<file path="src/source/hcost_pkg.sv">
`default_nettype none

package hcost_pkg;

    // ----------------------------------------
    // Block geometry
    // ----------------------------------------
    localparam int PIX_W   = 8;
    localparam int BLK_PIX = 16;
    localparam int BLK_W   = BLK_PIX * PIX_W;

    // ----------------------------------------
    // Datapath widths
    // ----------------------------------------
    localparam int WGT_W  = 16;
    localparam int COST_W = 32;

    // Enough for groups of up to 16 candidates
    localparam int IDX_W = 4;

    // Minimum search state
    typedef enum logic {
        SEL_IDLE = 1'b0,
        SEL_SCAN = 1'b1
    } sel_state_t;

endpackage

`default_nettype wire

</file>
<file path="src/source/best_cost_select.sv">
`timescale 1ns/1ps
`default_nettype none

module best_cost_select
    import hcost_pkg::*;
(
    input  logic                     clk,
    input  logic                     rst_n,
    input  logic                     cost_valid_i,
    input  logic signed [COST_W-1:0] cost_i,
    input  logic [IDX_W-1:0]         cost_idx_i,
    input  logic                     cost_last_i,
    output logic                     res_valid_o,
    output logic [IDX_W-1:0]         res_idx_o,
    output logic signed [COST_W-1:0] res_cost_o
);

    sel_state_t               state_q;
    logic                     take_new;
    logic [IDX_W-1:0]         best_idx_q;
    logic signed [COST_W-1:0] best_cost_q;
    logic [IDX_W-1:0]         nxt_idx;
    logic signed [COST_W-1:0] nxt_cost;

    // First candidate always wins; later ones need a strictly lower cost
    assign take_new = (state_q == SEL_IDLE) || (cost_i < best_cost_q);
    assign nxt_idx  = take_new ? cost_idx_i : best_idx_q;
    assign nxt_cost = take_new ? cost_i : best_cost_q;

    // ----------------------------------------
    // Group FSM and result strobe
    // ----------------------------------------
    always_ff @(posedge clk or negedge rst_n) begin
        if (!rst_n) begin
            state_q     <= SEL_IDLE;
            res_valid_o <= 1'b0;
        end else begin
            res_valid_o <= cost_valid_i && cost_last_i;
            if (cost_valid_i) begin
                state_q <= cost_last_i ? SEL_IDLE : SEL_SCAN;
            end
        end
    end

    // Running minimum and result payload
    always_ff @(posedge clk) begin
        if (cost_valid_i) begin
            best_idx_q  <= nxt_idx;
            best_cost_q <= nxt_cost;
        end
        if (cost_valid_i && cost_last_i) begin
            res_idx_o  <= nxt_idx;
            res_cost_o <= nxt_cost;
        end
    end

endmodule

`default_nettype wire

</file>
<file path="config.mk">
export PLATFORM = sky130hd
export DESIGN_NAME = best_cost_select
export DESIGN_NICKNAME = d
export VERILOG_FILES = /design/src/source/hcost_pkg.sv /design/src/source/best_cost_select.sv
export SDC_FILE = /design/constraint.sdc
export NUM_CORES = 1
export LEC_CHECK = 0
export ABC_AREA = 0
export BUFFER_PORTS_ARGS = -buffer_cell sky130_fd_sc_hd__clkbuf_2
export CELL_PAD_IN_SITES_DETAIL_PLACEMENT = 1
export CELL_PAD_IN_SITES_GLOBAL_PLACEMENT = 2
export CORE_MARGIN = 3
export CORE_UTILIZATION = 39
export DETAILED_ROUTE_END_ITERATION = 6
export GPL_ROUTABILITY_DRIVEN = 0
export GPL_TIMING_DRIVEN = 0
export PLACE_DENSITY_LB_ADDON = 0.1
export SLEW_MARGIN = 20
export SYNTH_ARGS = -nofsm -noshare
export SYNTH_HDL_FRONTEND = slang
export SYNTH_SLANG_ARGS = --single-unit
</file>
<file path="constraint.sdc">
create_clock -name clk -period 5.87 [get_ports clk]
set_clock_uncertainty 0.05 [all_clocks]
set_input_delay 0.2935 -clock clk [delete_from_list [all_inputs] [get_ports clk]]
set_output_delay 0.2935 -clock clk [all_outputs]
set_load 0.02 [all_outputs]
</file>
Yosys cells after proc, flatten, opt, wreduce, memory -nomap -nowiden --
Index checks and enable logic that the tools add are counted.
Cells by class: add/subtract/negate cells 0, multipliers 0, divide/modulo/power cells 0, $lt $le $gt $ge 1, eq/ne operators 0, shift-type cells 0, mux-type cells 3, bitwise logic cells 1, reduce and logical (&&, ||, !) cells 2
Operator list (number):
- 32-bit < comparator | 1
- 32-bit two-way mux | 1
- 4-bit two-way mux | 1
- 1-bit logical AND | 1
- 1-bit logical OR | 1
- 1-bit two-way mux | 1
- 1-bit inverter | 1
Storage, ports and cells: flip-flop bits (word level) 74, bits in latches 0, bits in writable memories 0, ROM bits 0, input port bits 40, output and inout port bits 37, word-level logic and storage cells 13, memories kept 0

Longest topological paths before layout --
depth in word-level cells 3, gate-level depth with buffers 11, gate-level depth less buffers 9

Least setup slack after synthesis --
No wires, ideal clock.
kind register to register, start register best_cost_q[2], end register best_cost_q[31], data pin, setup time 275 ps, data arrival time 2138 ps, data required time 5545 ps, path slack 3407 ps, stages on the path, launching flop included 11, buffers on the path 1, clock period less this slack 2463 ps, cells stage by stage edfxtp_1 inv_1 ha_1 a211o_1 a31oi_1 o311a_1 nor3_2 o311ai_4 buf_6 nor2_1 nand4b_1
Between the ends: word-level cells in the longest chain between the ends 3
Ends and longest elaborated chain:
- from (decl) | RTL line best_cost_select.sv:21 | logic signed [COST_W-1:0] best_cost_q;
- from (signal assigned) | RTL line best_cost_select.sv:49 | best_cost_q <= nxt_cost;
- 32-bit < comparator | RTL line best_cost_select.sv:26 | assign take_new = (state_q == SEL_IDLE) || (cost_i < best_cost_q);
- 1-bit logical OR | RTL line best_cost_select.sv:26
- 32-bit two-way mux | RTL line best_cost_select.sv:28 | assign nxt_cost = take_new ? cost_i : best_cost_q;
- net nxt_cost[31] | RTL line best_cost_select.sv:23 | logic signed [COST_W-1:0] nxt_cost;
The timed path passes the listed nets, and every way through them passes these cells. A chain may end at the register's enable or synchronous reset.

Worst setup path in the final report --
Same ends and word-level chain as after synthesis.

==> results.toml <==
[power]
combPwrFrac = 0.369
switchingPower_mw = 0.7906
ir_worst_vdd_mv = 0.1403
switching_share = 0.3742
clkPwrFrac = 0.263
p_int_mw = 1.322
sequentialPowerShare = 0.367
power.leakage_nw = 2.313
power_density_nw_per_um2 = 354.6

[yosys]
ys_ff_latch = 74
synth-edff-count = 72
synth_top_cells_by_count = "72 x edfxtp_1, 48 x a21oi_1, 45 x nand2_1, 41 x nand4_1, 37 x nand2b_1"
synth_nets = 583
synthCells = 512
avgSynthCellArea_um2 = 9.824
yosysMostFrequentCell = "edfxtp_1"
yosysWarnings = 0
synthArstFlopShare = 0.02703
netlist_area_um2 = 5030
yosys-top-cells-area = "edfxtp_1 43%, ha_1 7.7%, a41oi_1 5.2%"
netlist.area_leader.share = 0.4299
synth_area_leader_cell = "edfxtp_1"
yosysSeqAreaShare = 0.4398
synth_top_flop_cell = "edfxtp_1"
ys_types = 33

[critical_path]
reg2reg_setup_slack_ns = 2.85
endpoint_kind = "flip-flop"
worstSetupPathType = "reg -> reg"
arrival_ns = 3.02
cp.required_ns = 5.87
critPathLaunchType = "flip-flop"
critPathMaxFanout = 10

[global_route]
grt-ovfl-total = 0
grt_max_degree = 39
first_global_vias = 4793
track_usage = 0.2307
antenna_found_initial = 0
grt_pass1_wl_um = 25860

[sta]
slew_headroom = 0.5355
fin_crit_sh = 0.5141
finalSetupViolations = 0
hold_viol = 0
worst_slack_ns = 2.852
hold_slack_ns = 0.2079
finalSetupTns_ns = 0
final_max_slew_viol_count = 0
rsz0062_at_grt = "false"
clock.fmax_ghz = 0.3314
tightest_slew_ns = 0.6952
period_minus_slack_ns = 3.018

[cts]
h-tree-depth = 3
insertion_delay_ns = 0.35
clk_path_buf_depth = 2
cts_root_buf = "clkbuf_16"
cts.sinks = 74
postCtsResizedCells = 0
cts_made_buffers = 9
cts_tree = "done"
clk_pin_slew_ns = 0.06

[drt]
wl_met3_um = 613
vias = 4517
viasPerCell = 5.836
m1WireLength_um = 7167
first_pass_iters = 4
drtIter0Drc = 296
ant_nets = 0
wl_um = 15810
highest_layer = "met4"
met2_length_um = 7719
drc = 0
routedWlPerCell_um = 20.43

[floorplan]
fp-row-count = 40
ios = 77
core_um2 = 12310
die_height_um = 119.6
initial_core_util = 0.4085
die_area_um2 = 14300
dieWidth_um = 119.6

[finish]
drive_gt1_frac = 0.2046
nets = 672
final_util = 0.4838
syn2layout_area_growth_pct = 18.43
num_antenna_cells = 0

[run_status]
outcome = "finished clean"

[place]
dp_hpwl_um = 11170
port_buffers = 76
pre_cts_ws_ns = 2.834

[flow_run]
cap_violations = 0

[min_path]
hp-class = "in -> async"
## worst max-delay path: stages (launching register included)
cell,delay [ns]
edfxtp_1,0.42
inv_1,0.08
ha_1,0.23
a211o_1,0.29
a31oi_1,0.20
o311a_1,0.24
nor3_2,0.07
o311ai_4,0.59
buf_6,0.25
nor2_1,0.06
nand4b_1,0.23
## path summary, 6_finish.rpt
| path | from | endpoint | cells after the start |
|---|---|---|---|
| worst max-delay path | best_cost_q[2] | best_cost_q[31] | 10 |
| worst min-delay path | rst_n | res_valid_o | 2 |
| worst max register to register | best_cost_q[2] | best_cost_q[31] | 10 |
| worst min register to register | best_idx_q[1] | res_idx_o[1] | 2 |
| max in group asynchronous | rst_n | state_q | 2 |
| min in group clk | cost_idx_i[1] | res_idx_o[1] | 3 |
## kinds of logic after synthesis
logic type,Yosys count,synth area share
simple gates,227,0.2540
buf+inv,77,0.08806
flops,74,0.4398
compound gates,103,0.1410
fa+ha+maj,31,0.07711
## layout make-up
cell class / instances / area, um2
fillers: 1459 / 6355
clock inverters: 7 / 70.07
flip-flops and latches: 74 / 2212
well taps: 168 / 210.2
inverters: 32 / 120.1
multi-input cells: 361 / 2376
repair buffers: 78 / 420.4
plain buffers: 45 / 322.8
clock buffers: 9 / 225.2
## power groups by stage
| stage | sequential (mW) | combinational (mW) | clock [mW] |
|---|---|---|---|
| 3_3_place_gp | 0.782 | 0.753 | 0 |
| 6_report | 0.776 | 0.780 | 0.556 |
| 4_1_cts | 0.776 | 0.781 | 0.572 |
| 5_1_grt | 0.787 | 0.871 | 0.588 |
| 3_5_place_dp | 0.785 | 0.775 | 0 |
| 2_1_floorplan | 0.811 | 0.484 | 0 |
## per-stage QoR
stage / cell area [um2] / std cells / power (mW)
floorplan: 5030 / 512 / 1.295
global placement: 5620 / 756 / 1.535
detailed placement: 5652 / 757 / 1.561
CTS: 5957 / 774 / 2.129
global route: 5957 / 774 / 2.246
finish: 5957 / 774 / 2.113
## registers in the layout, summed over array words and instances, names as in the netlist
register     count
best_cost_q     32
state_q          1
res_valid_o      1
res_idx_o        4
best_idx_q       4
res_cost_o      32
## placed cells by master, fill, tap and decap left out, types with 30 or more instances in the layout
cell,instances
a21oi_1,48
nand2b_1,37
ha_1,31
nand2_1,45
a41oi_1,30
nand3_1,35
edfxtp_1,72
nor2_1,33
inv_1,32
clkbuf_2,75
nand4_1,41
## per-layer routing
layer / GRT usage / vias up
li1: - / 2133
met1: 0.3003 / 2258
met2: 0.3867 / 103
met3: 0.03770 / 23
met4: 0.08661 / 0
met5: 0 / -
## repair_timing
item / in CTS / in global routing
setup buffers: 0 / 0
hold endpoints to repair: 2 / 0
hold buffers: 1 / 0
(Power assumes the default switching activity.)
