[src/source/hcost_pkg.sv]
`default_nettype none

package hcost_pkg;

    // ----------------------------------------
    // Block geometry
    // ----------------------------------------
    localparam int PIX_W   = 8;
    localparam int BLK_PIX = 16;
    localparam int BLK_W   = BLK_PIX * PIX_W;

    // ----------------------------------------
    // Datapath widths
    // ----------------------------------------
    localparam int WGT_W  = 16;
    localparam int COST_W = 32;

    // Enough for groups of up to 16 candidates
    localparam int IDX_W = 4;

    // Minimum search state
    typedef enum logic {
        SEL_IDLE = 1'b0,
        SEL_SCAN = 1'b1
    } sel_state_t;

endpackage

`default_nettype wire

[src/source/block_ingress.sv]
`timescale 1ns/1ps
`default_nettype none

module block_ingress
    import hcost_pkg::*;
#(
    parameter int FIFO_DEPTH  = 4,
    parameter int GROUP_SIZE  = 4,
    parameter int OUT_CREDITS = 2
) (
    input  logic             clk,
    input  logic             rst_n,
    input  logic             blk_valid_i,
    input  logic [BLK_W-1:0] blk_data_i,
    output logic             blk_credit_o,
    input  logic             res_credit_i,
    output logic             iss_valid_o,
    output logic [BLK_W-1:0] iss_data_o,
    output logic [IDX_W-1:0] iss_idx_o,
    output logic             iss_last_o
);

    localparam int PTR_W = (FIFO_DEPTH > 1) ? $clog2(FIFO_DEPTH) : 1;
    localparam int CNT_W = $clog2(FIFO_DEPTH + 1);
    localparam int CRD_W = $clog2(OUT_CREDITS + 1);

    logic [BLK_W-1:0] mem [FIFO_DEPTH];
    logic [PTR_W-1:0] wr_ptr;
    logic [PTR_W-1:0] rd_ptr;
    logic [CNT_W-1:0] fill;
    logic [IDX_W-1:0] cand_cnt;
    logic [CRD_W-1:0] res_cred;
    logic             grp_open;
    logic             pop;
    logic             first_pop;
    logic             cand_last;

    // A nonzero candidate count means a group is under way
    assign grp_open  = (cand_cnt != '0);
    assign cand_last = (cand_cnt == IDX_W'(GROUP_SIZE - 1));

    // New groups only start against a free result credit
    assign pop       = (fill != '0) && (grp_open || (res_cred != '0));
    assign first_pop = pop && !grp_open;

    // ----------------------------------------
    // Control state
    // ----------------------------------------
    always_ff @(posedge clk or negedge rst_n) begin
        if (!rst_n) begin
            wr_ptr   <= '0;
            rd_ptr   <= '0;
            fill     <= '0;
            cand_cnt <= '0;
            res_cred <= CRD_W'(OUT_CREDITS);
        end else begin
            if (blk_valid_i) begin
                wr_ptr <= (wr_ptr == PTR_W'(FIFO_DEPTH - 1)) ? '0 : wr_ptr + 1'b1;
            end
            if (pop) begin
                rd_ptr   <= (rd_ptr == PTR_W'(FIFO_DEPTH - 1)) ? '0 : rd_ptr + 1'b1;
                cand_cnt <= cand_last ? '0 : cand_cnt + 1'b1;
            end
            if (blk_valid_i && !pop) begin
                fill <= fill + 1'b1;
            end else if (!blk_valid_i && pop) begin
                fill <= fill - 1'b1;
            end
            // Reserve on group start, refill on each returned credit
            if (first_pop && !res_credit_i) begin
                res_cred <= res_cred - 1'b1;
            end else if (!first_pop && res_credit_i) begin
                res_cred <= res_cred + 1'b1;
            end
        end
    end

    // Issue side, one cycle behind the pop decision
    always_ff @(posedge clk or negedge rst_n) begin
        if (!rst_n) begin
            iss_valid_o  <= 1'b0;
            blk_credit_o <= 1'b0;
            iss_idx_o    <= '0;
            iss_last_o   <= 1'b0;
        end else begin
            iss_valid_o  <= pop;
            blk_credit_o <= pop;
            if (pop) begin
                iss_idx_o  <= cand_cnt;
                iss_last_o <= cand_last;
            end
        end
    end

    // Block storage and issued payload
    always_ff @(posedge clk) begin
        if (blk_valid_i) begin
            mem[wr_ptr] <= blk_data_i;
        end
        if (pop) begin
            iss_data_o <= mem[rd_ptr];
        end
    end

endmodule

`default_nettype wire

[config.mk]
export PLATFORM = sky130hd
export DESIGN_NAME = block_ingress
export DESIGN_NICKNAME = d
export VERILOG_FILES = /design/src/source/hcost_pkg.sv /design/src/source/block_ingress.sv
export SDC_FILE = /design/constraint.sdc
export NUM_CORES = 1
export LEC_CHECK = 0
export ABC_AREA = 1
export BUFFER_PORTS_ARGS = -buffer_cell sky130_fd_sc_hd__buf_2
export CAP_MARGIN = 20
export CORE_MARGIN = 1
export CORE_UTILIZATION = 45
export CTS_CLUSTER_SIZE = 12
export DETAILED_ROUTE_END_ITERATION = 10
export PLACE_DENSITY = 0.64
export SYNTH_ARGS = -nofsm -noshare
export SYNTH_HDL_FRONTEND = slang
export SYNTH_SLANG_ARGS = --single-unit
[constraint.sdc]
create_clock -name clk -period 4.8 [get_ports clk]
set_input_delay 0.96 -clock clk [delete_from_list [all_inputs] [get_ports clk]]
set_output_delay 0.96 -clock clk [all_outputs]
set_load 0.02 [all_outputs]
Yosys cells after proc, flatten, opt, wreduce, memory -nomap -nowiden
Memories as Yosys holds them, arrays and structs flattened. A register that Yosys moved wholly into a read port is not among the register bits.
Index checks and enable logic that the tools add are counted.
{ "word_totals": {"output_inout_bits": 135, "reg_bits": 19, "word_cells": 45, "ramBits": 512, "in_bits": 132, "n_memories": 1} }
{ "memory_table": {"columns": ["memory", "depth", "word_bits", "read_ports", "rd_ports_with_merged_regs", "wr", "line", "source"], "rows": [
  ["mem", 4, 128, 1, 1, 1, "block_ingress.sv:27", "logic [BLK_W-1:0] mem [FIFO_DEPTH];"]
]} }
{ "op_classes": {"n_eq_ne": 3, "reduce_logical": 17, "add_sub_neg": 7, "mux": 9} }
{ "ops": {"columns": ["cell", "count"], "rows": [
  ["2-bit 2-to-1 mux", 4],
  ["2-bit by 1-bit adder with 2-bit output (second input constant)", 3],
  ["1-bit logical AND", 6],
  ["3-bit 2-to-1 mux", 2],
  ["2-bit nonzero test", 3],
  ["1-bit zero test", 5],
  ["4-bit by 1-bit adder with 4-bit output (second input constant)", 1],
  ["2-bit equality test (second input constant)", 2],
  ["4-bit by 2-bit equality test with 1-bit output (second input constant)", 1],
  ["4-bit 2-to-1 mux", 1],
  ["4-bit nonzero test", 1],
  ["3-bit by 1-bit adder with 3-bit output (second input constant)", 1],
  ["3-bit nonzero test", 1],
  ["3-bit by 1-bit subtractor with 3-bit output (second input constant)", 1],
  ["1-bit 2-to-1 mux", 2],
  ["2-bit by 1-bit subtractor with 2-bit output (second input constant)", 1],
  ["1-bit logical OR", 1]
]} }

Depth between registers and ports, before layout
{ "logic_depth": {"word_depth": 8, "depth_mapped": 12, "mapped_depth_nobuf": 11} }

Worst setup path after synthesis
No wires, ideal clock.
{ "synth_path": {"path_type": "register to register", "start": "reg cand_cnt[0]", "end": "reg iss_data_o[0] (read register of mem) (enable)", "n_path_buf": 1, "setup_ns": 0.482, "required_time_ns": 4.318, "slack_ns": 0.763, "t_arrival_ns": 3.555, "stages_incl_launch_ff": 7, "period_less_slack_ns": 4.037, "path_cell_list": "dfrtp_1 > inv_1 > ha_1 > nand3_1 > nand2_1 > buf_4 > inv_1"} }
{ "synth_between": {"elab_chain_cells": 3} }
{ "synth_lines": {"columns": ["element", "line", "source"], "rows": [
  ["from (decl)", "block_ingress.sv:31", "logic [IDX_W-1:0] cand_cnt;"],
  ["from (signal assigned)", "block_ingress.sv:62", "cand_cnt <= cand_last ? '0 : cand_cnt + 1'b1;"],
  ["4-bit nonzero test", "block_ingress.sv:39", "assign grp_open = (cand_cnt != '0);"],
  ["1-bit logical OR", "block_ingress.sv:43", "assign pop = (fill != '0) && (grp_open || (res_cred != '0));"],
  ["1-bit logical AND", "block_ingress.sv:43", null],
  ["net pop", "block_ingress.sv:34", "logic pop;"],
  ["to (decl)", "block_ingress.sv:18", "output logic [BLK_W-1:0] iss_data_o,"]
]} }
The timed path passes the listed nets, and every way through them passes these cells.
A chain may end at the register's enable or synchronous reset.

Worst setup path after layout
{ "layout_path": {"start": "reg cand_cnt[0]", "end": "reg iss_data_o[97] (read register of mem) (enable)"} }
The elaborated chain is that of the path after synthesis.

==> flow_summary.ini <==
[critical_path]
cp.depth = 6
path_delay_family = buffers and inverters
critPathMaxFanout = 79
path_cells = inv_1 > ha_1 > nand3_1 > nand2_1 > inv_6 > buf_12
cp.arrival_ns = 3.30
rr_worst_depth = 6
critPathLaunchType = flip-flop
cp_slowest_cell = inv_6
critPathMaxStageDelay_ns = 0.72
crit_buf_inv = 3
worstSetupEndpointType = flip-flop
crit_required_ns = 5.04
crit_type = flip-flop to flip-flop

[global_route]
antenna_found_initial = 11
grt_pass1_vias = 13000
grt_remaining_overflow = 0
grt_pass1_wl_um = 75900
grt_start_max_net_pins = 221
grt_util_all_layers_pct = 18.8

[power_and_ir_drop]
ir_worst_vdd_uv = 497
powerDensity_nw_per_um2 = 674
power_leakage_nw = 9.66

[placement]
gp_congestion = 0.807
port_buffers = 266
placed_cells = 2361
dp_hpwl_um = 27800

[yosys]
synth_fp_nets = 1630
synth_area_um2 = 23800
synthArstFlopShare_pct = 2.88
synth_most_common_cell = edfxtp_1
synth_area_leaders = edfxtp_1 (81%), nor2_1 (4.1%), o22ai_1 (3.4%), o21ai_0 (3.0%), o21ai_1 (2.4%)
yosysTopAreaCell = edfxtp_1
ys.flop_type = edfxtp_1
yosysTopAreaCellShare_pct = 80.7
synth_cells = 1488
ys_ff_latch = 659
avgSynthCellArea_um2 = 16.0
synth_common_cells = edfxtp_1 (640), nor2_1 (261), o21ai_0 (145)
ys_types = 25
ys_seq_area_share_pct = 82.7
synth_edf_count = 640
yosys_warnings = 0

[clocking]
cts_buffers = 68
clkLatencyLatePin_ns = 0.58
ctsHoldBuffers = 0
post_cts_buffers = 0
clkTransAtPathRegs_ns = 0.06
ctsResizeCount = 0
clockRootBuffer = clkbuf_16
clockBufferDepth = 3
clock_tree.htree_level_count = 3
clock_sinks = 659
cts_tree = built

[layout]
regArea_um2 = 19700
fin_util_pct = 53.4
multi_input_area_um2 = 3500
drive_gt1_share_pct = 20.8
finalNonFillerCells = 2469
synthToLayoutAreaGrowth_pct = 16.2
nFillCells = 4193
nets = 1894

[routing]
antenna_left = 0
viasPerCell = 5.34
drt_pass1_iterations = 5
drtIter0Drc = 999
wl_um = 50500
post-route-drc-count = 0
dr_total_vias = 13200
wl_per_cell_um = 20.5

[floorplanning]
num_io_pins = 267
die_w_um = 232
row_count = 83
die_y_um = 232
start_util_pct = 45.9
core-area_um2 = 51800
die_area_um2 = 53800

[sta]
finalHoldViolations = 0
min_period_ns = 3.06
finalSetupViolCount = 0
drv_slew = 0
worst_pin_slew_ns = 1.08
rsz0062_at_grt = no
max_freq_ghz = 0.327
skew_ns = 0.0137
slew_headroom_pct = 28.3
tns_ns = 0
post-route-period-util_pct = 63.7

[worst_hold_path]
min_path_type = primary input to asynchronous set/reset pin

[run]
drv_cap = 0

[status]
status = finished clean
==> cells by family after synthesis <==
family          share of synthesized area [%]
fa+ha+maj                               0.557
simple gates                             5.17
compound gates                           8.81
flops                                    82.7
xor+xnor                                0.147
buf+inv                                  2.57
==> power by group <==
| group | switching [mW] | total (mW) | internal [mW] |
|---|---|---|---|
| Clock | 2.00 | 4.78 | 2.79 |
| Combinational | 3.70 | 5.12 | 1.42 |
| Sequential | 0.548 | 8.74 | 8.19 |
| Total | 6.24 | 18.6 | 12.4 |
==> final timing paths <==
check / start / end / slack [ns]
hold / removal: rst_n / iss_last_o / 0.32
min in group clk: iss_last_o / iss_last_o / 0.47
setup / recovery: cand_cnt[0] / iss_data_o[97] / 1.74
hold reg to reg: iss_last_o / iss_last_o / 0.47
setup reg to reg: cand_cnt[0] / iss_data_o[97] / 1.74
max in group asynchronous: rst_n / rd_ptr[1] / 4.15
==> state kept, by name, summed over array words and instances, names as in the netlist, 2 cells and up <==
name        flops
rd_ptr          2
iss_idx_o       4
res_cred        2
iss_data_o    128
cand_cnt        4
fill            3
wr_ptr          2
mem           512
==> layer usage <==
layer  GRT usage (%)  share of wire [%]  vias to the layer above  wire (µm)
met5               0               0.12                        -         60
met4            6.31                2.2                       10       1090
met3            4.32                6.5                       77       3280
li1                -                  -                     6151          -
met2            30.0                 48                      358      24500
met1            25.3                 43                     6577      21600
==> cell type report <==
class / count / area share, %
antenna: 6 / 0.0543
multi-input combinational: 721 / 12.6
inverter: 20 / 0.398
clock buffer: 88 / 6.69
clock inverter: 13 / 0.407
sequential: 659 / 71.2
timing repair buffer: 282 / 5.50
tap: 680 / 3.08
==> through the flow <==
| step | setup slack [ns] | hold WS [ns] | instance area, µm² | power [mW] |
|---|---|---|---|---|
| final | 1.74 | 0.315 | 27700 | 18.6 |
| after global placement | 1.87 | 0.459 | 25700 | 13.9 |
| after floorplan | 0.763 | 0.469 | 23800 | 12.4 |
| after CTS | 1.76 | 0.299 | 27600 | 18.9 |
| after detailed placement | 1.77 | 0.461 | 25700 | 14.1 |
| after global routing | 1.52 | 0.342 | 27700 | 19.6 |
==> layout by cell type, fill, tap and decap left out, types with 2 or more instances in the layout <==
master	n
dfrtp_4	2
bufinv_16	2
diode_2	6
buf_12	4
clkbuf_1	16
buf_4	11
nand4_1	4
clkinv_1	7
o21ai_1	113
ha_1	9
xnor2_1	3
clkbuf_16	71
o21ai_0	145
edfxtp_1	640
inv_6	6
nand2_1	42
buf_2	266
nand3_1	11
inv_1	13
nor2_1	261
dfrtp_1	16
clkinv_2	2
o22ai_1	128
No activity file was read; power rests on OpenSTA's default activity.
