**config.mk**
```make
export PLATFORM = sky130hd
export DESIGN_NAME = weight_table
export DESIGN_NICKNAME = d
export VERILOG_FILES = /design/src/source/hcost_pkg.sv /design/src/source/weight_table.sv
export SDC_FILE = /design/constraint.sdc
export NUM_CORES = 1
export LEC_CHECK = 0
export BUFFER_PORTS_ARGS = -buffer_cell sky130_fd_sc_hd__buf_4
export CAP_MARGIN = 30
export CORE_MARGIN = 2
export CORE_UTILIZATION = 52
export CTS_CLUSTER_SIZE = 20
export DETAILED_ROUTE_END_ITERATION = 7
export PLACE_DENSITY_LB_ADDON = 0.05
export SYNTH_ARGS = -nofsm -noshare
export SYNTH_HDL_FRONTEND = slang
export SYNTH_SLANG_ARGS = --single-unit
```
**constraint.sdc**
```tcl
create_clock -name clk -period 0.8 [get_ports clk]
set_input_delay 0.04 -clock clk [delete_from_list [all_inputs] [get_ports clk]]
set_output_delay 0.04 -clock clk [all_outputs]
set_load 0.01 [all_outputs]
```
**src/source/hcost_pkg.sv**
```systemverilog
`default_nettype none

package hcost_pkg;

    // ----------------------------------------
    // Block geometry
    // ----------------------------------------
    localparam int PIX_W   = 8;
    localparam int BLK_PIX = 16;
    localparam int BLK_W   = BLK_PIX * PIX_W;

    // ----------------------------------------
    // Datapath widths
    // ----------------------------------------
    localparam int WGT_W  = 16;
    localparam int COST_W = 32;

    // Enough for groups of up to 16 candidates
    localparam int IDX_W = 4;

    // Minimum search state
    typedef enum logic {
        SEL_IDLE = 1'b0,
        SEL_SCAN = 1'b1
    } sel_state_t;

endpackage

`default_nettype wire

```
**src/source/weight_table.sv**
```systemverilog
`timescale 1ns/1ps
`default_nettype none

module weight_table
    import hcost_pkg::*;
(
    input  logic                     clk,
    input  logic                     rst_n,
    input  logic                     cfg_we_i,
    input  logic [3:0]               cfg_addr_i,
    input  logic [WGT_W-1:0]         cfg_wdata_i,
    output logic [BLK_PIX*WGT_W-1:0] wgt_o
);

    logic [WGT_W-1:0] wgt_q [BLK_PIX];

    // One weight per coefficient, row-major
    always_ff @(posedge clk or negedge rst_n) begin
        if (!rst_n) begin
            for (int i = 0; i < BLK_PIX; i++) begin
                wgt_q[i] <= WGT_W'(1);
            end
        end else if (cfg_we_i) begin
            wgt_q[cfg_addr_i] <= cfg_wdata_i;
        end
    end

    // Flatten for the cost pipeline
    always_comb begin
        for (int i = 0; i < BLK_PIX; i++) begin
            wgt_o[i*WGT_W +: WGT_W] = wgt_q[i];
        end
    end

endmodule

`default_nettype wire

```
== Yosys cells after proc, flatten, opt, wreduce, memory -nomap -nowiden ==
Index checks and enable logic that the tools add are counted.

* Register bits: 256

* Bitwise operators: 1
* Multiplexer cells: 3
* Reductions and logical operators: 1
* Order comparisons: 2

{| class="wikitable"
|+ Operators by type and width
! kind !! number
|-
| $bwmux W256 || 1
|-
| $demux W16 S4 || 1
|-
| $mux W16 || 1
|-
| $ge A5 B5 Y1 const B || 1
|-
| $lt A5 B1 Y1 const B || 1
|-
| $not A4 Y5 || 1
|-
| $logic_and A1 B1 Y1 || 1
|}

== Logic depth before layout (Yosys ltp) ==
Gate-level depths: netlist of the first run.

* Depth after elaboration: 6
* Gate-level depth with buffers: 5
* Depth with buffers taken out: 3

== Least setup slack after synthesis of the first run ==
OpenSTA, ideal clock, no wires.

* Path kind: input to register
* From: input port cfg_addr_i[1]
* To: register wgt_q, in the netlist wgt_o[149]
* Buffers on the path: 1
* Setup time: 125 ps
* Data required time: 675 ps
* Arrival: 1090 ps
* Path slack: -415 ps
* Stages: 4
* Path through: nand2b_1 > nor2_2 > buf_2 > mux2_2

* Cells in the longest elaborated chain, start to end: 6
* Elaborated cells between the ends (all ways): 7
* Classes of those cells: order compare (2); mux (3); bitwise (1); reduce/logical (1)

{| class="wikitable"
|+ RTL lines
! item !! RTL line !! RTL
|-
| start: declaration || weight_table.sv:10 || <nowiki>input logic [3:0] cfg_addr_i,</nowiki>
|-
| $not A4 Y5 (implied by the code) (*) || weight_table.sv:24 || <nowiki>wgt_q[cfg_addr_i] <= cfg_wdata_i;</nowiki>
|-
| $ge A5 B5 Y1 (implied by the code) or $lt A5 B1 Y1 (tied branches) || weight_table.sv:24 ||
|-
| $logic_and A1 B1 Y1 (implied by the code) || weight_table.sv:24 ||
|-
| $mux W16 (implied by the code) || weight_table.sv:24 ||
|-
| $demux W16 S4 (*) || weight_table.sv:24 ||
|-
| $bwmux W256 (*) || weight_table.sv:24 ||
|-
| end signal: indexed assignment || weight_table.sv:24 ||
|-
| end: declaration || weight_table.sv:15 || <nowiki>logic [WGT_W-1:0] wgt_q [BLK_PIX];</nowiki>
|}

Mark *: on every way between the ends. The rest lies on a longest branch, timed or not.
A chain may end at the register's enable or synchronous reset.

== Worst setup path after layout of the first run ==
* From: register wgt_q, in the netlist wgt_o[208]
* To: output port wgt_o[208]

{| class="wikitable"
|+ RTL lines
! item !! RTL line !! RTL
|-
| end: declaration || weight_table.sv:12 || <nowiki>output logic [BLK_PIX*WGT_W-1:0] wgt_o</nowiki>
|}

No word-level cell between the ends.

==> impl_results.html, run 1 <==
<table>
<tr><th>Metric</th><th>Value</th></tr>
<tr><th colspan="2">Run status</th></tr>
<tr><td>Status</td><td>finished with violations</td></tr>
<tr><td>Violated checks</td><td>negative setup slack</td></tr>
<tr><th colspan="2">Timing</th></tr>
<tr><td>Unrepaired setup endpoints after global routing</td><td>true</td></tr>
<tr><td>TNS Setup</td><td>-87450 ps</td></tr>
<tr><td>Time the final worst path needs with I/O delays and setup</td><td>1215 ps</td></tr>
<tr><td>Actual transition at the worst max-transition pin</td><td>312.7 ps</td></tr>
<tr><td>Final hold slack</td><td>25.39 ps</td></tr>
<tr><td>Count of pins over their slew limit</td><td>0</td></tr>
<tr><td>Final worst-path setup slack</td><td>-414.6 ps</td></tr>
<tr><td>Headroom to the max-slew limit</td><td>79.15%</td></tr>
<tr><td>Worst clock skew on the final layout</td><td>0 ps</td></tr>
<tr><td>Maximum frequency from static timing analysis</td><td>823.3 MHz</td></tr>
<tr><td>Setup-violating endpoint count in the final report</td><td>372</td></tr>
<tr><td>Final Hold Vio Count</td><td>0</td></tr>
<tr><td>Fraction of the cycle the final worst path needs</td><td>151.8%</td></tr>
<tr><th colspan="2">Power and ir drop</th></tr>
<tr><td>Total design power</td><td>48.11 mW</td></tr>
<tr><td>Static leakage</td><td>7.817 nW</td></tr>
<tr><td>Internal Power</td><td>34.74 mW</td></tr>
<tr><td>Areal power density over the cells</td><td>2982 nW/um^2</td></tr>
<tr><td>Switching power of the nets</td><td>13.37 mW</td></tr>
<tr><td>Sw Share</td><td>27.79%</td></tr>
<tr><td>Share of total power in combinational logic</td><td>33.9%</td></tr>
<tr><td>Share of total power in the clock network</td><td>27.0%</td></tr>
<tr><td>Register share of total power</td><td>39.2%</td></tr>
<tr><td>VDD IR-drop max</td><td>2.548 mV</td></tr>
<tr><th colspan="2">Place</th></tr>
<tr><td>Detailed placement HPWL</td><td>17610 um</td></tr>
<tr><td>Number of placed instances with taps included</td><td>1086</td></tr>
<tr><td>GPL Wtd Cong</td><td>0.7578</td></tr>
<tr><td>PortBufs</td><td>278</td></tr>
<tr><td>Total cell area at the placement stage</td><td>12860 sq um</td></tr>
<tr><td>Worst slack at placement</td><td>-536.6 ps</td></tr>
<tr><th colspan="2">Layout</th></tr>
<tr><td>Utilization of the core after routing</td><td>86.54%</td></tr>
<tr><td>Layout cells sized above 1</td><td>74.05%</td></tr>
<tr><td>Fin nets</td><td>1027</td></tr>
<tr><td>Post-Layout Inst Area</td><td>16130 sq um</td></tr>
<tr><td>Max FFs per register</td><td>256</td></tr>
<tr><td>Commonest cells after routing, fill and taps aside</td><td>340 x buf_6, 240 x dfrtp_1, 134 x mux2_2</td></tr>
<tr><td>Antenna fix cells</td><td>0</td></tr>
<tr><td>Most common cell after layout, fill and taps aside</td><td>buf_6</td></tr>
<tr><td>Finished Layout Cells</td><td>1255</td></tr>
<tr><td>Area Growth Syn to Fin</td><td>64.37%</td></tr>
<tr><th colspan="2">Setup path</th></tr>
<tr><td>Critical Path RT</td><td>760 ps</td></tr>
<tr><td>Logic depth of the worst path, buffers included</td><td>1</td></tr>
<tr><td>Worst Setup Start Kind</td><td>flop</td></tr>
<tr><td>CP Launch Point</td><td>wgt_o[208]$_DFFE_PN1P_</td></tr>
<tr><td>Worst setup slack for register-to-register paths</td><td>-170 ps</td></tr>
<tr><td>Last element of the critical path</td><td>wgt_o[208]</td></tr>
<tr><td>Worst-path maximum fanout</td><td>2</td></tr>
<tr><td>Largest stage delay on the critical path</td><td>550 ps</td></tr>
<tr><td>Arrival time at the worst endpoint</td><td>1170 ps</td></tr>
<tr><td>Worst reg2reg path depth</td><td>2</td></tr>
<tr><td>Worst R2R Start</td><td>wgt_o[25]$_DFFE_PN0P_</td></tr>
<tr><td>Slowest stage cell, crit path</td><td>dfstp_2</td></tr>
<tr><td>Worst path top cell family by delay</td><td>flip-flops</td></tr>
<tr><td>Setup Crit Path Kind</td><td>reg2out</td></tr>
<tr><td>Worst Path Buf+Inv</td><td>1</td></tr>
<tr><td>Cells along the critical path</td><td>buf_6</td></tr>
<tr><td>Endpoint class of the critical path</td><td>primary output</td></tr>
<tr><td>Worst r2r dst</td><td>wgt_o[25]$_DFFE_PN0P_</td></tr>
<tr><th colspan="2">Global route</th></tr>
<tr><td>All-layer global routing usage</td><td>28.54%</td></tr>
<tr><td>Via count of the first global-routing pass</td><td>7332</td></tr>
<tr><td>First-pass GRT wire length</td><td>43620 um</td></tr>
<tr><td>Maximum number of pins on one net before global-route repair</td><td>44</td></tr>
<tr><td>Residual overflow from global routing</td><td>0</td></tr>
<tr><td>Initial antenna violation count</td><td>0</td></tr>
<tr><th colspan="2">Logic synthesis</th></tr>
<tr><td>Yosys warns</td><td>0</td></tr>
<tr><td>Sequential area share after synthesis</td><td>65.47%</td></tr>
<tr><td>Cell area after technology mapping</td><td>9816 sq um</td></tr>
<tr><td>Net count after synthesis</td><td>596</td></tr>
<tr><td>Cells taking the most area after synthesis</td><td>dfrtp_1 61%, mux2_2 27%, dfstp_2 4.3%</td></tr>
<tr><td>Syn avg cell area</td><td>17.13 sq um</td></tr>
<tr><td>Post-Synth Adder-Cell Area</td><td>0%</td></tr>
<tr><td>Dominant combinational cell family by area after synthesis</td><td>multiplexers</td></tr>
<tr><td>Cell count after synthesis</td><td>573</td></tr>
<tr><td>Area share of the leading cell type in the synthesized netlist</td><td>61.19%</td></tr>
<tr><td>Flops &amp; latches, synth</td><td>256</td></tr>
<tr><td>Library cells used by synthesis</td><td>20</td></tr>
<tr><td>Multiplexer fraction of the synthesized cell area</td><td>30.13%</td></tr>
<tr><td>Compound-gate portion of the synthesized area</td><td>0%</td></tr>
<tr><td>Post-synthesis share of cell area spent on and, or, nand and nor gates</td><td>1.938%</td></tr>
<tr><td>XOR/XNOR Fraction of Synth Area</td><td>0%</td></tr>
<tr><td>Cell type with the largest total area after synthesis</td><td>dfrtp_1</td></tr>
<tr><th colspan="2">Floorplan</th></tr>
<tr><td>Area enclosed by the die boundary</td><td>19990 sq um</td></tr>
<tr><td>Number of placement rows</td><td>50</td></tr>
<tr><td>Starting Density</td><td>52.65%</td></tr>
<tr><td>Top-Level Pins</td><td>279</td></tr>
<tr><td>Die H</td><td>141.4 um</td></tr>
<tr><td>Placeable Area</td><td>18640 sq um</td></tr>
<tr><td>Chip Width</td><td>141.4 um</td></tr>
<tr><th colspan="2">Job</th></tr>
<tr><td># Max-Cap Violations</td><td>0</td></tr>
<tr><th colspan="2">Route</th></tr>
<tr><td>Number of design rule violations left after detail routing</td><td>0</td></tr>
<tr><td>Number of optimization iterations in the first detailed-route pass</td><td>4</td></tr>
<tr><td>Post-Route WL</td><td>31790 um</td></tr>
<tr><td>Count of nets left with antenna violations after detail routing</td><td>0</td></tr>
<tr><td>Vias post-DR</td><td>6799</td></tr>
<tr><td>Avg Vias per Cell</td><td>5.418</td></tr>
<tr><td>DR iter-0 viols</td><td>314</td></tr>
<tr><td>Detailed-route wire length per cell</td><td>25.33 um</td></tr>
<tr><th colspan="2">Clock network</th></tr>
<tr><td>Clock latency reported for the late side of the worst-skew pair</td><td>510 ps</td></tr>
<tr><td>Clock tree from TritonCTS</td><td>yes</td></tr>
<tr><td>Library cell used as clock root buffer</td><td>clkbuf_16</td></tr>
<tr><td>Bufs on Longest Clock Path</td><td>3</td></tr>
<tr><td>Clock-pin slew reported for the worst setup and hold paths after clock tree synthesis</td><td>60 ps</td></tr>
<tr><td>CTS H-tree depth</td><td>1</td></tr>
<tr><td>Clock sink total</td><td>256</td></tr>
<tr><td>Number of CTS-inserted buffers</td><td>27</td></tr>
<tr><th colspan="2">Hold path</th></tr>
<tr><td>Worst hold path class</td><td>in2async</td></tr>
</table>
[power groups by stage]
| stage | registers (mW) | clock network (mW) | logic (mW) |
|---|---|---|---|
| detailed placement | 18.1 | 0 | 11.4 |
| global placement | 17.9 | 0 | 11.1 |
| global route | 19.1 | 13.7 | 17.0 |
| floorplan | 19.3 | 0 | 3.56 |
| CTS | 18.4 | 13.0 | 14.7 |
| finish | 18.8 | 13.0 | 16.3 |
[cells in the mapped netlist]
| cell | count |
|---|---|
| and2b_1 | 1 |
| buf_12 | 2 |
| buf_2 | 8 |
| buf_4 | 6 |
| buf_6 | 5 |
| clkbuf_1 | 16 |
| dfrtp_1 | 240 |
| dfstp_2 | 16 |
| mux2_2 | 236 |
| mux2_4 | 20 |
| nand2_1 | 1 |
| nand2_2 | 1 |
| nand2b_1 | 4 |
| nand3_1 | 1 |
| nand3b_2 | 1 |
| nand3b_4 | 2 |
| nor2_1 | 1 |
| nor2_2 | 9 |
| nor3b_4 | 1 |
| or3_1 | 2 |
[kinds of logic after synthesis]
kind of cell / after synthesis
multiplexers: 256
flip-flops: 256
AND/OR/NAND/NOR: 24
buffers and inverters: 37
[layout make-up]
| class | count | area [sq um] |
|---|---|---|
| flip-flops and latches | 256 | 6426 |
| well taps | 234 | 292.8 |
| multi-input cells | 280 | 3601 |
| clock inverters | 6 | 107.6 |
| fillers | 806 | 2509 |
| clock buffers | 40 | 804.5 |
| repair buffers | 439 | 4902 |
[worst reg2reg max path: stages (launching register included)]
cell	delay, ps
dfrtp_1	440
buf_6	140
mux2_4	270
[layer usage]
| layer | up-vias | global-route usage, % | share of wire (%) |
|---|---|---|---|
| met1 | 3589 | 35.16 | 38 |
| met4 | 0 | 8.684 | 3.8 |
| met5 | - | 0 | 0 |
| li1 | 2857 | - | - |
| met2 | 275 | 49.62 | 51 |
| met3 | 78 | 7.594 | 6.8 |
[worst min-delay path by stage]
stage / start / to / cells after the start
after floorplan: rst_n / wgt_o[100]$_DFFE_PN0P_ / 0
after global placement: rst_n / wgt_o[78]$_DFFE_PN0P_ / 1
after detailed placement: rst_n / wgt_o[77]$_DFFE_PN0P_ / 1
after CTS: rst_n / wgt_o[77]$_DFFE_PN0P_ / 2
after global routing: rst_n / wgt_o[77]$_DFFE_PN0P_ / 2
final: rst_n / wgt_o[77]$_DFFE_PN0P_ / 2
[repair_timing]
| item | in CTS | in global routing |
|---|---|---|
| resized for setup | 262 | 105 |
| hold endpoints to repair | 511 | 0 |
| setup endpoints to repair | 256 | 374 |
| pin swaps | 0 | 1 |
| gates cloned | 0 | 1 |
| buffers inserted | 79 | 60 |
| hold buffers | 17 | 0 |
No activity file was read; power rests on OpenSTA's default activity.
==> run 2: changes to the inputs <==
==> constraint.sdc (replaced) <==
create_clock -name clk -period 1.2 [get_ports clk]
set_input_delay 0.06 -clock clk [delete_from_list [all_inputs] [get_ports clk]]
set_output_delay 0.06 -clock clk [all_outputs]
set_load 0.01 [all_outputs]
==> run 2 against run 1 <==
  * The flow finishes with violations (negative hold slack, negative setup slack)
  * Total power fell by 44%
  * Sequential share of layout area rose by 7.6 points
  * Die area did not move
  * Flip-flop and latch count did not move
  * Clock skew did not move
  * Sequential power fell by 37%
  * Worst hold slack got worse by 32 ps
  * Clock-buffer cell count fell by 3
  * Wire length fell by 23%
  * Worst setup slack improved by 380 ps
  * Global-route usage fell by 3.9 points
  * Critical path depth did not move
  * Largest power group unchanged
==> impl_results.html, run 2 (synthesis gave the netlist of run 1 again) <==
<table>
<tr><th>Metric</th><th>Value</th></tr>
<tr><th colspan="2">Run status</th></tr>
<tr><td>Status</td><td>finished with violations</td></tr>
<tr><td>Violated checks</td><td>negative hold slack, negative setup slack</td></tr>
<tr><th colspan="2">Clock network</th></tr>
<tr><td>CTS H-tree depth</td><td>1 (unchanged)</td></tr>
<tr><td>Clock latency reported for the late side of the worst-skew pair</td><td>510 ps (about the same)</td></tr>
<tr><td>Bufs on Longest Clock Path</td><td>3 (unchanged)</td></tr>
<tr><td>Number of CTS-inserted buffers</td><td>27 (unchanged)</td></tr>
<tr><td>Library cell used as clock root buffer</td><td>clkbuf_16</td></tr>
<tr><td>Clock-pin slew reported for the worst setup and hold paths after clock tree synthesis</td><td>60 ps (about the same)</td></tr>
<tr><td>Clock sink total</td><td>256 (unchanged)</td></tr>
<tr><td>Clock tree from TritonCTS</td><td>yes</td></tr>
<tr><th colspan="2">Floorplan</th></tr>
<tr><td>Chip Width</td><td>141.4 um (unchanged)</td></tr>
<tr><td>Starting Density</td><td>52.65% (unchanged)</td></tr>
<tr><td>Number of placement rows</td><td>50 (unchanged)</td></tr>
<tr><td>Placeable Area</td><td>18640 sq um (unchanged)</td></tr>
<tr><td>Area enclosed by the die boundary</td><td>19990 sq um (unchanged)</td></tr>
<tr><td>Top-Level Pins</td><td>279 (unchanged)</td></tr>
<tr><td>Die H</td><td>141.4 um (unchanged)</td></tr>
<tr><th colspan="2">Timing</th></tr>
<tr><td>Count of pins over their slew limit</td><td>0 (unchanged)</td></tr>
<tr><td>Setup-violating endpoint count in the final report</td><td>16 (-96%)</td></tr>
<tr><td>Final worst-path setup slack</td><td>-34.83 ps (+379.8 ps)</td></tr>
<tr><td>Fraction of the cycle the final worst path needs</td><td>102.9%</td></tr>
<tr><td>Final Hold Vio Count</td><td>6 (+6)</td></tr>
<tr><td>TNS Setup</td><td>-289.7 ps (+87160 ps)</td></tr>
<tr><td>Headroom to the max-slew limit</td><td>77.94% (-1.2 points)</td></tr>
<tr><td>Worst clock skew on the final layout</td><td>0 ps (unchanged)</td></tr>
<tr><td>Actual transition at the worst max-transition pin</td><td>331.0 ps (+18.26 ps)</td></tr>
<tr><td>Time the final worst path needs with I/O delays and setup</td><td>1235 ps</td></tr>
<tr><td>Unrepaired setup endpoints after global routing</td><td>true</td></tr>
<tr><td>Maximum frequency from static timing analysis</td><td>809.8 MHz</td></tr>
<tr><td>Final hold slack</td><td>-6.195 ps (-31.58 ps)</td></tr>
<tr><th colspan="2">Layout</th></tr>
<tr><td>Commonest cells after routing, fill and taps aside</td><td>278 x buf_4, 240 x dfrtp_1, 236 x mux2_2</td></tr>
<tr><td>Most common cell after layout, fill and taps aside</td><td>buf_4</td></tr>
<tr><td>Combined area of the multi-input logic cells</td><td>3148 sq um (-13%)</td></tr>
<tr><td>Count of fill cells added during filler insertion</td><td>1253 (+55%)</td></tr>
<tr><td>Register cell area after layout</td><td>6426 sq um (unchanged)</td></tr>
<tr><td>Antenna fix cells</td><td>0 (unchanged)</td></tr>
<tr><td>Fin nets</td><td>919 (-11%)</td></tr>
<tr><td>Max FFs per register</td><td>256 (unchanged)</td></tr>
<tr><td>Area Growth Syn to Fin</td><td>38.11%</td></tr>
<tr><td>Layout cells sized above 1</td><td>70.38% (-3.7 points)</td></tr>
<tr><th colspan="2">Power and ir drop</th></tr>
<tr><td>Internal Power</td><td>19.72 mW (-43%)</td></tr>
<tr><td>Static leakage</td><td>6.536 nW (-16%)</td></tr>
<tr><td>Areal power density over the cells</td><td>2003 nW/um^2 (-33%)</td></tr>
<tr><td>Share of total power in the clock network</td><td>29.5% (+2.5 points)</td></tr>
<tr><td>Share of total power in combinational logic</td><td>26.6% (-7.3 points)</td></tr>
<tr><td>Total design power</td><td>27.15 mW (-44%)</td></tr>
<tr><td>VDD IR-drop max</td><td>1.224 mV (-52%)</td></tr>
<tr><td>Register share of total power</td><td>43.9% (+4.7 points)</td></tr>
<tr><td>Switching power of the nets</td><td>7.431 mW (-44%)</td></tr>
<tr><td>Sw Share</td><td>27.37% (-0.42 points)</td></tr>
<tr><th colspan="2">Global route</th></tr>
<tr><td>First-pass GRT wire length</td><td>38150 um (-13%)</td></tr>
<tr><td>All-layer global routing usage</td><td>24.67% (-3.9 points)</td></tr>
<tr><td>Maximum number of pins on one net before global-route repair</td><td>60 (+36%)</td></tr>
<tr><td>Residual overflow from global routing</td><td>0 (unchanged)</td></tr>
<tr><td>Via count of the first global-routing pass</td><td>6579 (-10%)</td></tr>
<tr><td>Initial antenna violation count</td><td>0 (unchanged)</td></tr>
<tr><th colspan="2">Place</th></tr>
<tr><td>PortBufs</td><td>278 (unchanged)</td></tr>
<tr><td>GPL Wtd Cong</td><td>0.7765 (+2.5%)</td></tr>
<tr><td>Detailed placement HPWL</td><td>17460 um (-0.84%)</td></tr>
<tr><th colspan="2">Setup path</th></tr>
<tr><td>Arrival time at the worst endpoint</td><td>1170 ps (about the same)</td></tr>
<tr><td>Worst R2R Start</td><td>wgt_o[201]$_DFFE_PN0P_</td></tr>
<tr><td>Worst setup slack for register-to-register paths</td><td>390 ps (+560 ps)</td></tr>
<tr><td>Worst Path Buf+Inv</td><td>1 (unchanged)</td></tr>
<tr><td>Worst Setup Start Kind</td><td>flop</td></tr>
<tr><td>Cells along the critical path</td><td>buf_6</td></tr>
<tr><td>Worst reg2reg path depth</td><td>1 (-1)</td></tr>
<tr><td>Logic depth of the worst path, buffers included</td><td>1 (unchanged)</td></tr>
<tr><td>Slowest stage cell, crit path</td><td>dfstp_2</td></tr>
<tr><td>Worst path top cell family by delay</td><td>flip-flops</td></tr>
<tr><td>Largest stage delay on the critical path</td><td>550 ps (about the same)</td></tr>
<tr><td>Worst-path maximum fanout</td><td>2 (unchanged)</td></tr>
<tr><td>Endpoint class of the critical path</td><td>primary output</td></tr>
<tr><td>Worst r2r dst</td><td>wgt_o[201]$_DFFE_PN0P_</td></tr>
<tr><td>Critical Path RT</td><td>1140 ps (+380 ps)</td></tr>
<tr><td>Setup Crit Path Kind</td><td>reg2out</td></tr>
<tr><th colspan="2">Job</th></tr>
<tr><td># Max-Cap Violations</td><td>0 (unchanged)</td></tr>
<tr><th colspan="2">Route</th></tr>
<tr><td>Post-Route WL</td><td>24630 um (-23%)</td></tr>
<tr><td>Number of design rule violations left after detail routing</td><td>0 (unchanged)</td></tr>
<tr><td>DR iter-0 viols</td><td>193 (-39%)</td></tr>
<tr><td>Avg Vias per Cell</td><td>5.323 (-1.7%)</td></tr>
<tr><td>Count of nets left with antenna violations after detail routing</td><td>0 (unchanged)</td></tr>
<tr><td>Vias post-DR</td><td>6116 (-10%)</td></tr>
<tr><td>Number of optimization iterations in the first detailed-route pass</td><td>4 (unchanged)</td></tr>
<tr><td>Detailed-route wire length per cell</td><td>21.44 um (-15%)</td></tr>
<tr><th colspan="2">Hold path</th></tr>
<tr><td>Worst hold path class</td><td>in2async</td></tr>
</table>
## run 2: cell count changes in the layout (fill, tap and decap cells not counted), moves of 4 or more
cell / previous run / this run
mux2_2: 134 / 236
buf_4: 59 / 278
nor2_4: 4 / 0
buf_6: 340 / 16
mux2_4: 122 / 20
clkinv_2: 2 / 9
## run 2: worst max path at each step
stage                                     start                endpoint  slack [ps]
after floorplan                   cfg_addr_i[1]  wgt_o[149]$_DFFE_PN0P_         -30
after global placement            cfg_addr_i[2]  wgt_o[137]$_DFFE_PN0P_        -120
after detailed placement          cfg_addr_i[2]  wgt_o[141]$_DFFE_PN0P_        -140
after CTS                 wgt_o[48]$_DFFE_PN1P_               wgt_o[48]         -50
after global routing      wgt_o[80]$_DFFE_PN1P_               wgt_o[80]         -70
final                     wgt_o[48]$_DFFE_PN1P_               wgt_o[48]         -30
## run 2: layer usage
| metal | GRT usage [%] | vias to the layer above | wire, um |
|---|---|---|---|
| met1 | 31.33 | 3165 | 9904 |
| met4 | 6.895 | 0 | 702 |
| met2 | 42.31 | 234 | 12260 |
| met3 | 6.345 | 49 | 1766 |
| met5 | 0 | - | 0 |
| li1 | - | 2668 | - |
## run 2: cell type report
type | instances | area share [%]
flip-flops and latches | 256 | 47.40
multi-input cells | 280 | 23.22
repair buffers | 331 | 20.82
clock buffers | 37 | 5.778
clock inverters | 11 | 0.6184
well taps | 234 | 2.160
## run 2: per-stage QoR
stage,worst slack (ps),cells,utilization [%],cell area (sq um)
after CTS,-50.31,1149,72.72,13560
final,-34.83,1149,72.72,13560
after global routing,-74.83,1149,72.72,13560
after global placement,-123.4,1083,66.78,12450
after floorplan,-34.63,573,-,9816
after detailed placement,-143.8,1083,66.78,12450
## run 2: power groups by stage
| stage | sequential (mW) | clock, mW | combinational, mW |
|---|---|---|---|
| 6_report | 11.9 | 8.01 | 7.21 |
| 5_1_grt | 12.2 | 8.51 | 7.65 |
| 4_1_cts | 11.9 | 8.17 | 7.31 |
| 3_5_place_dp | 12.0 | 0 | 7.16 |
| 3_3_place_gp | 11.9 | 0 | 7.00 |
| 2_1_floorplan | 12.8 | 0 | 1.99 |
## run 2: repair_timing
action	4_1_cts	5_1_grt
hold buffers	18	0
gates resized for setup	16	0
buffers inserted	0	0
hold endpoints to repair	498	0
setup endpoints to repair	16	16
==> run 3: changes to the inputs <==
--- a/config.mk
+++ b/config.mk
@@ -7,8 +7,10 @@
 export LEC_CHECK = 0
 export BUFFER_PORTS_ARGS = -buffer_cell sky130_fd_sc_hd__buf_4
 export CAP_MARGIN = 30
+export CELL_PAD_IN_SITES_DETAIL_PLACEMENT = 0
+export CELL_PAD_IN_SITES_GLOBAL_PLACEMENT = 1
 export CORE_MARGIN = 2
-export CORE_UTILIZATION = 52
+export CORE_UTILIZATION = 43
 export CTS_CLUSTER_SIZE = 20
 export DETAILED_ROUTE_END_ITERATION = 7
 export PLACE_DENSITY_LB_ADDON = 0.05
==> run 3 against run 2 <==
  * The run still ends with negative hold slack, negative setup slack left
  * Die area up 20%
  * Register-to-register slack is essentially flat
  * First-iteration DRC count grew 4.1%
  * Critical path depth unchanged
  * Clock skew unchanged
  * Sequential power is essentially flat
  * Cell count rose by 3.9%
  * Largest cell class unchanged
==> impl_results.html, run 3 (synthesis gave the netlist of run 1 again) <==
<table>
<tr><th>Metric</th><th>Value</th></tr>
<tr><th colspan="2">Place</th></tr>
<tr><td>PortBufs</td><td>278 (unchanged)</td></tr>
<tr><td>Detailed placement HPWL</td><td>17970 um (+2.9%)</td></tr>
<tr><td>Worst slack at placement</td><td>-140.6 ps (+3.110 ps)</td></tr>
<tr><td>GPL Wtd Cong</td><td>0.7844 (+1.0%)</td></tr>
<tr><td>Total cell area at the placement stage</td><td>12500 sq um (+0.41%)</td></tr>
<tr><td>Number of placed instances with taps included</td><td>1129 (+4.2%)</td></tr>
<tr><th colspan="2">Timing</th></tr>
<tr><td>Final hold slack</td><td>-5.089 ps (+1.106 ps)</td></tr>
<tr><td>Setup-violating endpoint count in the final report</td><td>14 (-2)</td></tr>
<tr><td>Headroom to the max-slew limit</td><td>77.81% (-0.13 points)</td></tr>
<tr><td>Worst clock skew on the final layout</td><td>0 ps (unchanged)</td></tr>
<tr><td>Fraction of the cycle the final worst path needs</td><td>101.8% (-1.1 points)</td></tr>
<tr><td>Final worst-path setup slack</td><td>-21.43 ps (+13.40 ps)</td></tr>
<tr><td>Final Hold Vio Count</td><td>10 (+4)</td></tr>
<tr><td>Maximum frequency from static timing analysis</td><td>818.7 MHz (+1.1%)</td></tr>
<tr><td>Unrepaired setup endpoints after global routing</td><td>true</td></tr>
<tr><td>TNS Setup</td><td>-135.9 ps (+153.8 ps)</td></tr>
<tr><td>Actual transition at the worst max-transition pin</td><td>332.8 ps (+1.887 ps)</td></tr>
<tr><td>Count of pins over their slew limit</td><td>0 (unchanged)</td></tr>
<tr><td>Time the final worst path needs with I/O delays and setup</td><td>1221 ps (-13.40 ps)</td></tr>
<tr><th colspan="2">Setup path</th></tr>
<tr><td>Worst Setup Start Kind</td><td>flop</td></tr>
<tr><td>Setup Crit Path Kind</td><td>reg2out</td></tr>
<tr><td>Worst Path Buf+Inv</td><td>1 (unchanged)</td></tr>
<tr><td>Largest stage delay on the critical path</td><td>540 ps (about the same)</td></tr>
<tr><td>Critical Path RT</td><td>1140 ps (about the same)</td></tr>
<tr><td>Worst path top cell family by delay</td><td>flip-flops</td></tr>
<tr><td>Slowest stage cell, crit path</td><td>dfstp_2</td></tr>
<tr><td>Endpoint class of the critical path</td><td>primary output</td></tr>
<tr><td>Worst-path maximum fanout</td><td>2 (unchanged)</td></tr>
<tr><td>Arrival time at the worst endpoint</td><td>1160 ps (about the same)</td></tr>
<tr><td>Cells along the critical path</td><td>buf_6</td></tr>
<tr><th colspan="2">Layout</th></tr>
<tr><td>Commonest cells after routing, fill and taps aside</td><td>271 x buf_4, 240 x dfrtp_1, 236 x mux2_2</td></tr>
<tr><td>Antenna fix cells</td><td>0 (unchanged)</td></tr>
<tr><td>Area Growth Syn to Fin</td><td>39.08%</td></tr>
<tr><td>Register cell area after layout</td><td>6426 sq um (unchanged)</td></tr>
<tr><td>Combined area of the multi-input logic cells</td><td>3148 sq um (unchanged)</td></tr>
<tr><td>Count of fill cells added during filler insertion</td><td>1790 (+43%)</td></tr>
<tr><td>Fin nets</td><td>913 (-0.65%)</td></tr>
<tr><td>Layout cells sized above 1</td><td>70.08% (-0.31 points)</td></tr>
<tr><td>Post-Layout Inst Area</td><td>13650 sq um (+0.70%)</td></tr>
<tr><td>Finished Layout Cells</td><td>1194 (+3.9%)</td></tr>
<tr><td>Max FFs per register</td><td>256 (unchanged)</td></tr>
<tr><td>Utilization of the core after routing</td><td>60.67% (-12 points)</td></tr>
<tr><td>Most common cell after layout, fill and taps aside</td><td>buf_4</td></tr>
<tr><th colspan="2">Power and ir drop</th></tr>
<tr><td>Share of total power in combinational logic</td><td>26.1% (-0.5 points)</td></tr>
<tr><td>Areal power density over the cells</td><td>2016 nW/um^2 (+0.63%)</td></tr>
<tr><td>Share of total power in the clock network</td><td>30.7% (+1.2 points)</td></tr>
<tr><td>Internal Power</td><td>20.17 mW (+2.3%)</td></tr>
<tr><td>VDD IR-drop max</td><td>1.143 mV (-6.7%)</td></tr>
<tr><td>Register share of total power</td><td>43.2% (-0.7 points)</td></tr>
<tr><td>Static leakage</td><td>6.532 nW (about the same)</td></tr>
<tr><td>Sw Share</td><td>26.71% (-0.66 points)</td></tr>
<tr><td>Switching power of the nets</td><td>7.350 mW (-1.1%)</td></tr>
<tr><th colspan="2">Route</th></tr>
<tr><td>Number of optimization iterations in the first detailed-route pass</td><td>4 (unchanged)</td></tr>
<tr><td>Number of design rule violations left after detail routing</td><td>0 (unchanged)</td></tr>
<tr><td>Avg Vias per Cell</td><td>4.966 (-6.7%)</td></tr>
<tr><td>Count of nets left with antenna violations after detail routing</td><td>0 (unchanged)</td></tr>
<tr><td>Vias post-DR</td><td>5930 (-3.0%)</td></tr>
<tr><td>DR iter-0 viols</td><td>201 (+4.1%)</td></tr>
<tr><td>Detailed-route wire length per cell</td><td>21.28 um (-0.74%)</td></tr>
<tr><td>Post-Route WL</td><td>25410 um (+3.2%)</td></tr>
<tr><th colspan="2">Global route</th></tr>
<tr><td>Maximum number of pins on one net before global-route repair</td><td>63 (+5.0%)</td></tr>
<tr><td>First-pass GRT wire length</td><td>38820 um (+1.8%)</td></tr>
<tr><td>All-layer global routing usage</td><td>20.96% (-3.7 points)</td></tr>
<tr><td>Residual overflow from global routing</td><td>0 (unchanged)</td></tr>
<tr><td>Via count of the first global-routing pass</td><td>6396 (-2.8%)</td></tr>
<tr><td>Initial antenna violation count</td><td>0 (unchanged)</td></tr>
<tr><th colspan="2">Hold path</th></tr>
<tr><td>Worst hold path class</td><td>in2async</td></tr>
<tr><th colspan="2">Floorplan</th></tr>
<tr><td>Starting Density</td><td>43.62% (-9.0 points)</td></tr>
<tr><td>Chip Width</td><td>155.1 um (+9.7%)</td></tr>
<tr><td>Placeable Area</td><td>22500 sq um (+21%)</td></tr>
<tr><td>Number of placement rows</td><td>55 (+10%)</td></tr>
<tr><td>Area enclosed by the die boundary</td><td>24050 sq um (+20%)</td></tr>
<tr><td>Die H</td><td>155.1 um (+9.7%)</td></tr>
<tr><td>Top-Level Pins</td><td>279 (unchanged)</td></tr>
<tr><th colspan="2">Clock network</th></tr>
<tr><td>Clock tree from TritonCTS</td><td>yes</td></tr>
<tr><td>Clock-pin slew reported for the worst setup and hold paths after clock tree synthesis</td><td>60 ps (about the same)</td></tr>
<tr><td>Clock sink total</td><td>256 (unchanged)</td></tr>
<tr><td>Library cell used as clock root buffer</td><td>clkbuf_16</td></tr>
<tr><td>Bufs on Longest Clock Path</td><td>3 (unchanged)</td></tr>
<tr><td>Number of CTS-inserted buffers</td><td>27 (unchanged)</td></tr>
<tr><td>CTS H-tree depth</td><td>1 (unchanged)</td></tr>
<tr><td>Clock latency reported for the late side of the worst-skew pair</td><td>510 ps (about the same)</td></tr>
<tr><th colspan="2">Run status</th></tr>
<tr><td>Violated checks</td><td>negative hold slack, negative setup slack</td></tr>
<tr><td>Status</td><td>finished with violations</td></tr>
<tr><th colspan="2">Job</th></tr>
<tr><td># Max-Cap Violations</td><td>0 (unchanged)</td></tr>
</table>
-- run 3: cell count changes in the layout (fill, tap and decap cells not counted), sizes merged --
cell         delta
buf             -5
bufinv          +1
clkbuf          +6
clkinv          -6
dlygate4sd3     -1
inv             -1
-- run 3: repair_timing --
| item | in CTS | in global routing |
|---|---|---|
| gates resized for setup | 16 | 0 |
| setup buffers | 0 | 0 |
| hold buffers | 17 | 0 |
| setup endpoints to repair | 16 | 16 |
| hold endpoints to repair | 475 | 0 |
-- run 3: worst paths after layout --
path | startpoint | end | depth (start not counted) | slack, ps
min in group clk | cfg_addr_i[1] | wgt_o[132]$_DFFE_PN0P_ | 4 | 170
max reg2reg | wgt_o[73]$_DFFE_PN0P_ | wgt_o[73]$_DFFE_PN0P_ | 1 | 400
min reg2reg | wgt_o[31]$_DFFE_PN0P_ | wgt_o[31]$_DFFE_PN0P_ | 1 | 500
max | wgt_o[48]$_DFFE_PN1P_ | wgt_o[48] | 1 | -20
min | rst_n | wgt_o[209]$_DFFE_PN0P_ | 2 | -5
max in group asynchronous | rst_n | wgt_o[160]$_DFFE_PN1P_ | 3 | 540
-- run 3: layer usage --
layer / vias up / share of wire [%] / GRT usage (%)
li1: 2643 / - / -
met4: 0 / 1.2 / 3.836
met2: 178 / 50 / 35.13
met5: - / 0 / 0
met1: 3083 / 42 / 27.69
met3: 26 / 7.6 / 5.933
-- run 3: area by class of cell --
type / count / area share, %
tap: 285 / 2.612
clock buffer: 43 / 6.196
timing repair buffer: 325 / 20.51
clock inverter: 5 / 0.5499
multi-input combinational: 280 / 23.06
sequential: 256 / 47.07
-- run 3: per-stage QoR --
stage | power [mW] | hold WS, ps
global placement | 18.98 | -67.36
finish | 27.52 | -5.089
CTS | 27.89 | -16.72
global route | 28.86 | 12.06
floorplan | 14.80 | -235.6
detailed placement | 19.20 | -61.57
-- run 3: power by group through the flow --
stage | clock (mW) | combinational, mW | sequential, mW
6_report | 8.44 | 7.19 | 11.9
5_1_grt | 9.07 | 7.65 | 12.1
2_1_floorplan | 0 | 1.99 | 12.8
3_5_place_dp | 0 | 7.19 | 12.0
3_3_place_gp | 0 | 7.08 | 11.9
4_1_cts | 8.66 | 7.32 | 11.9
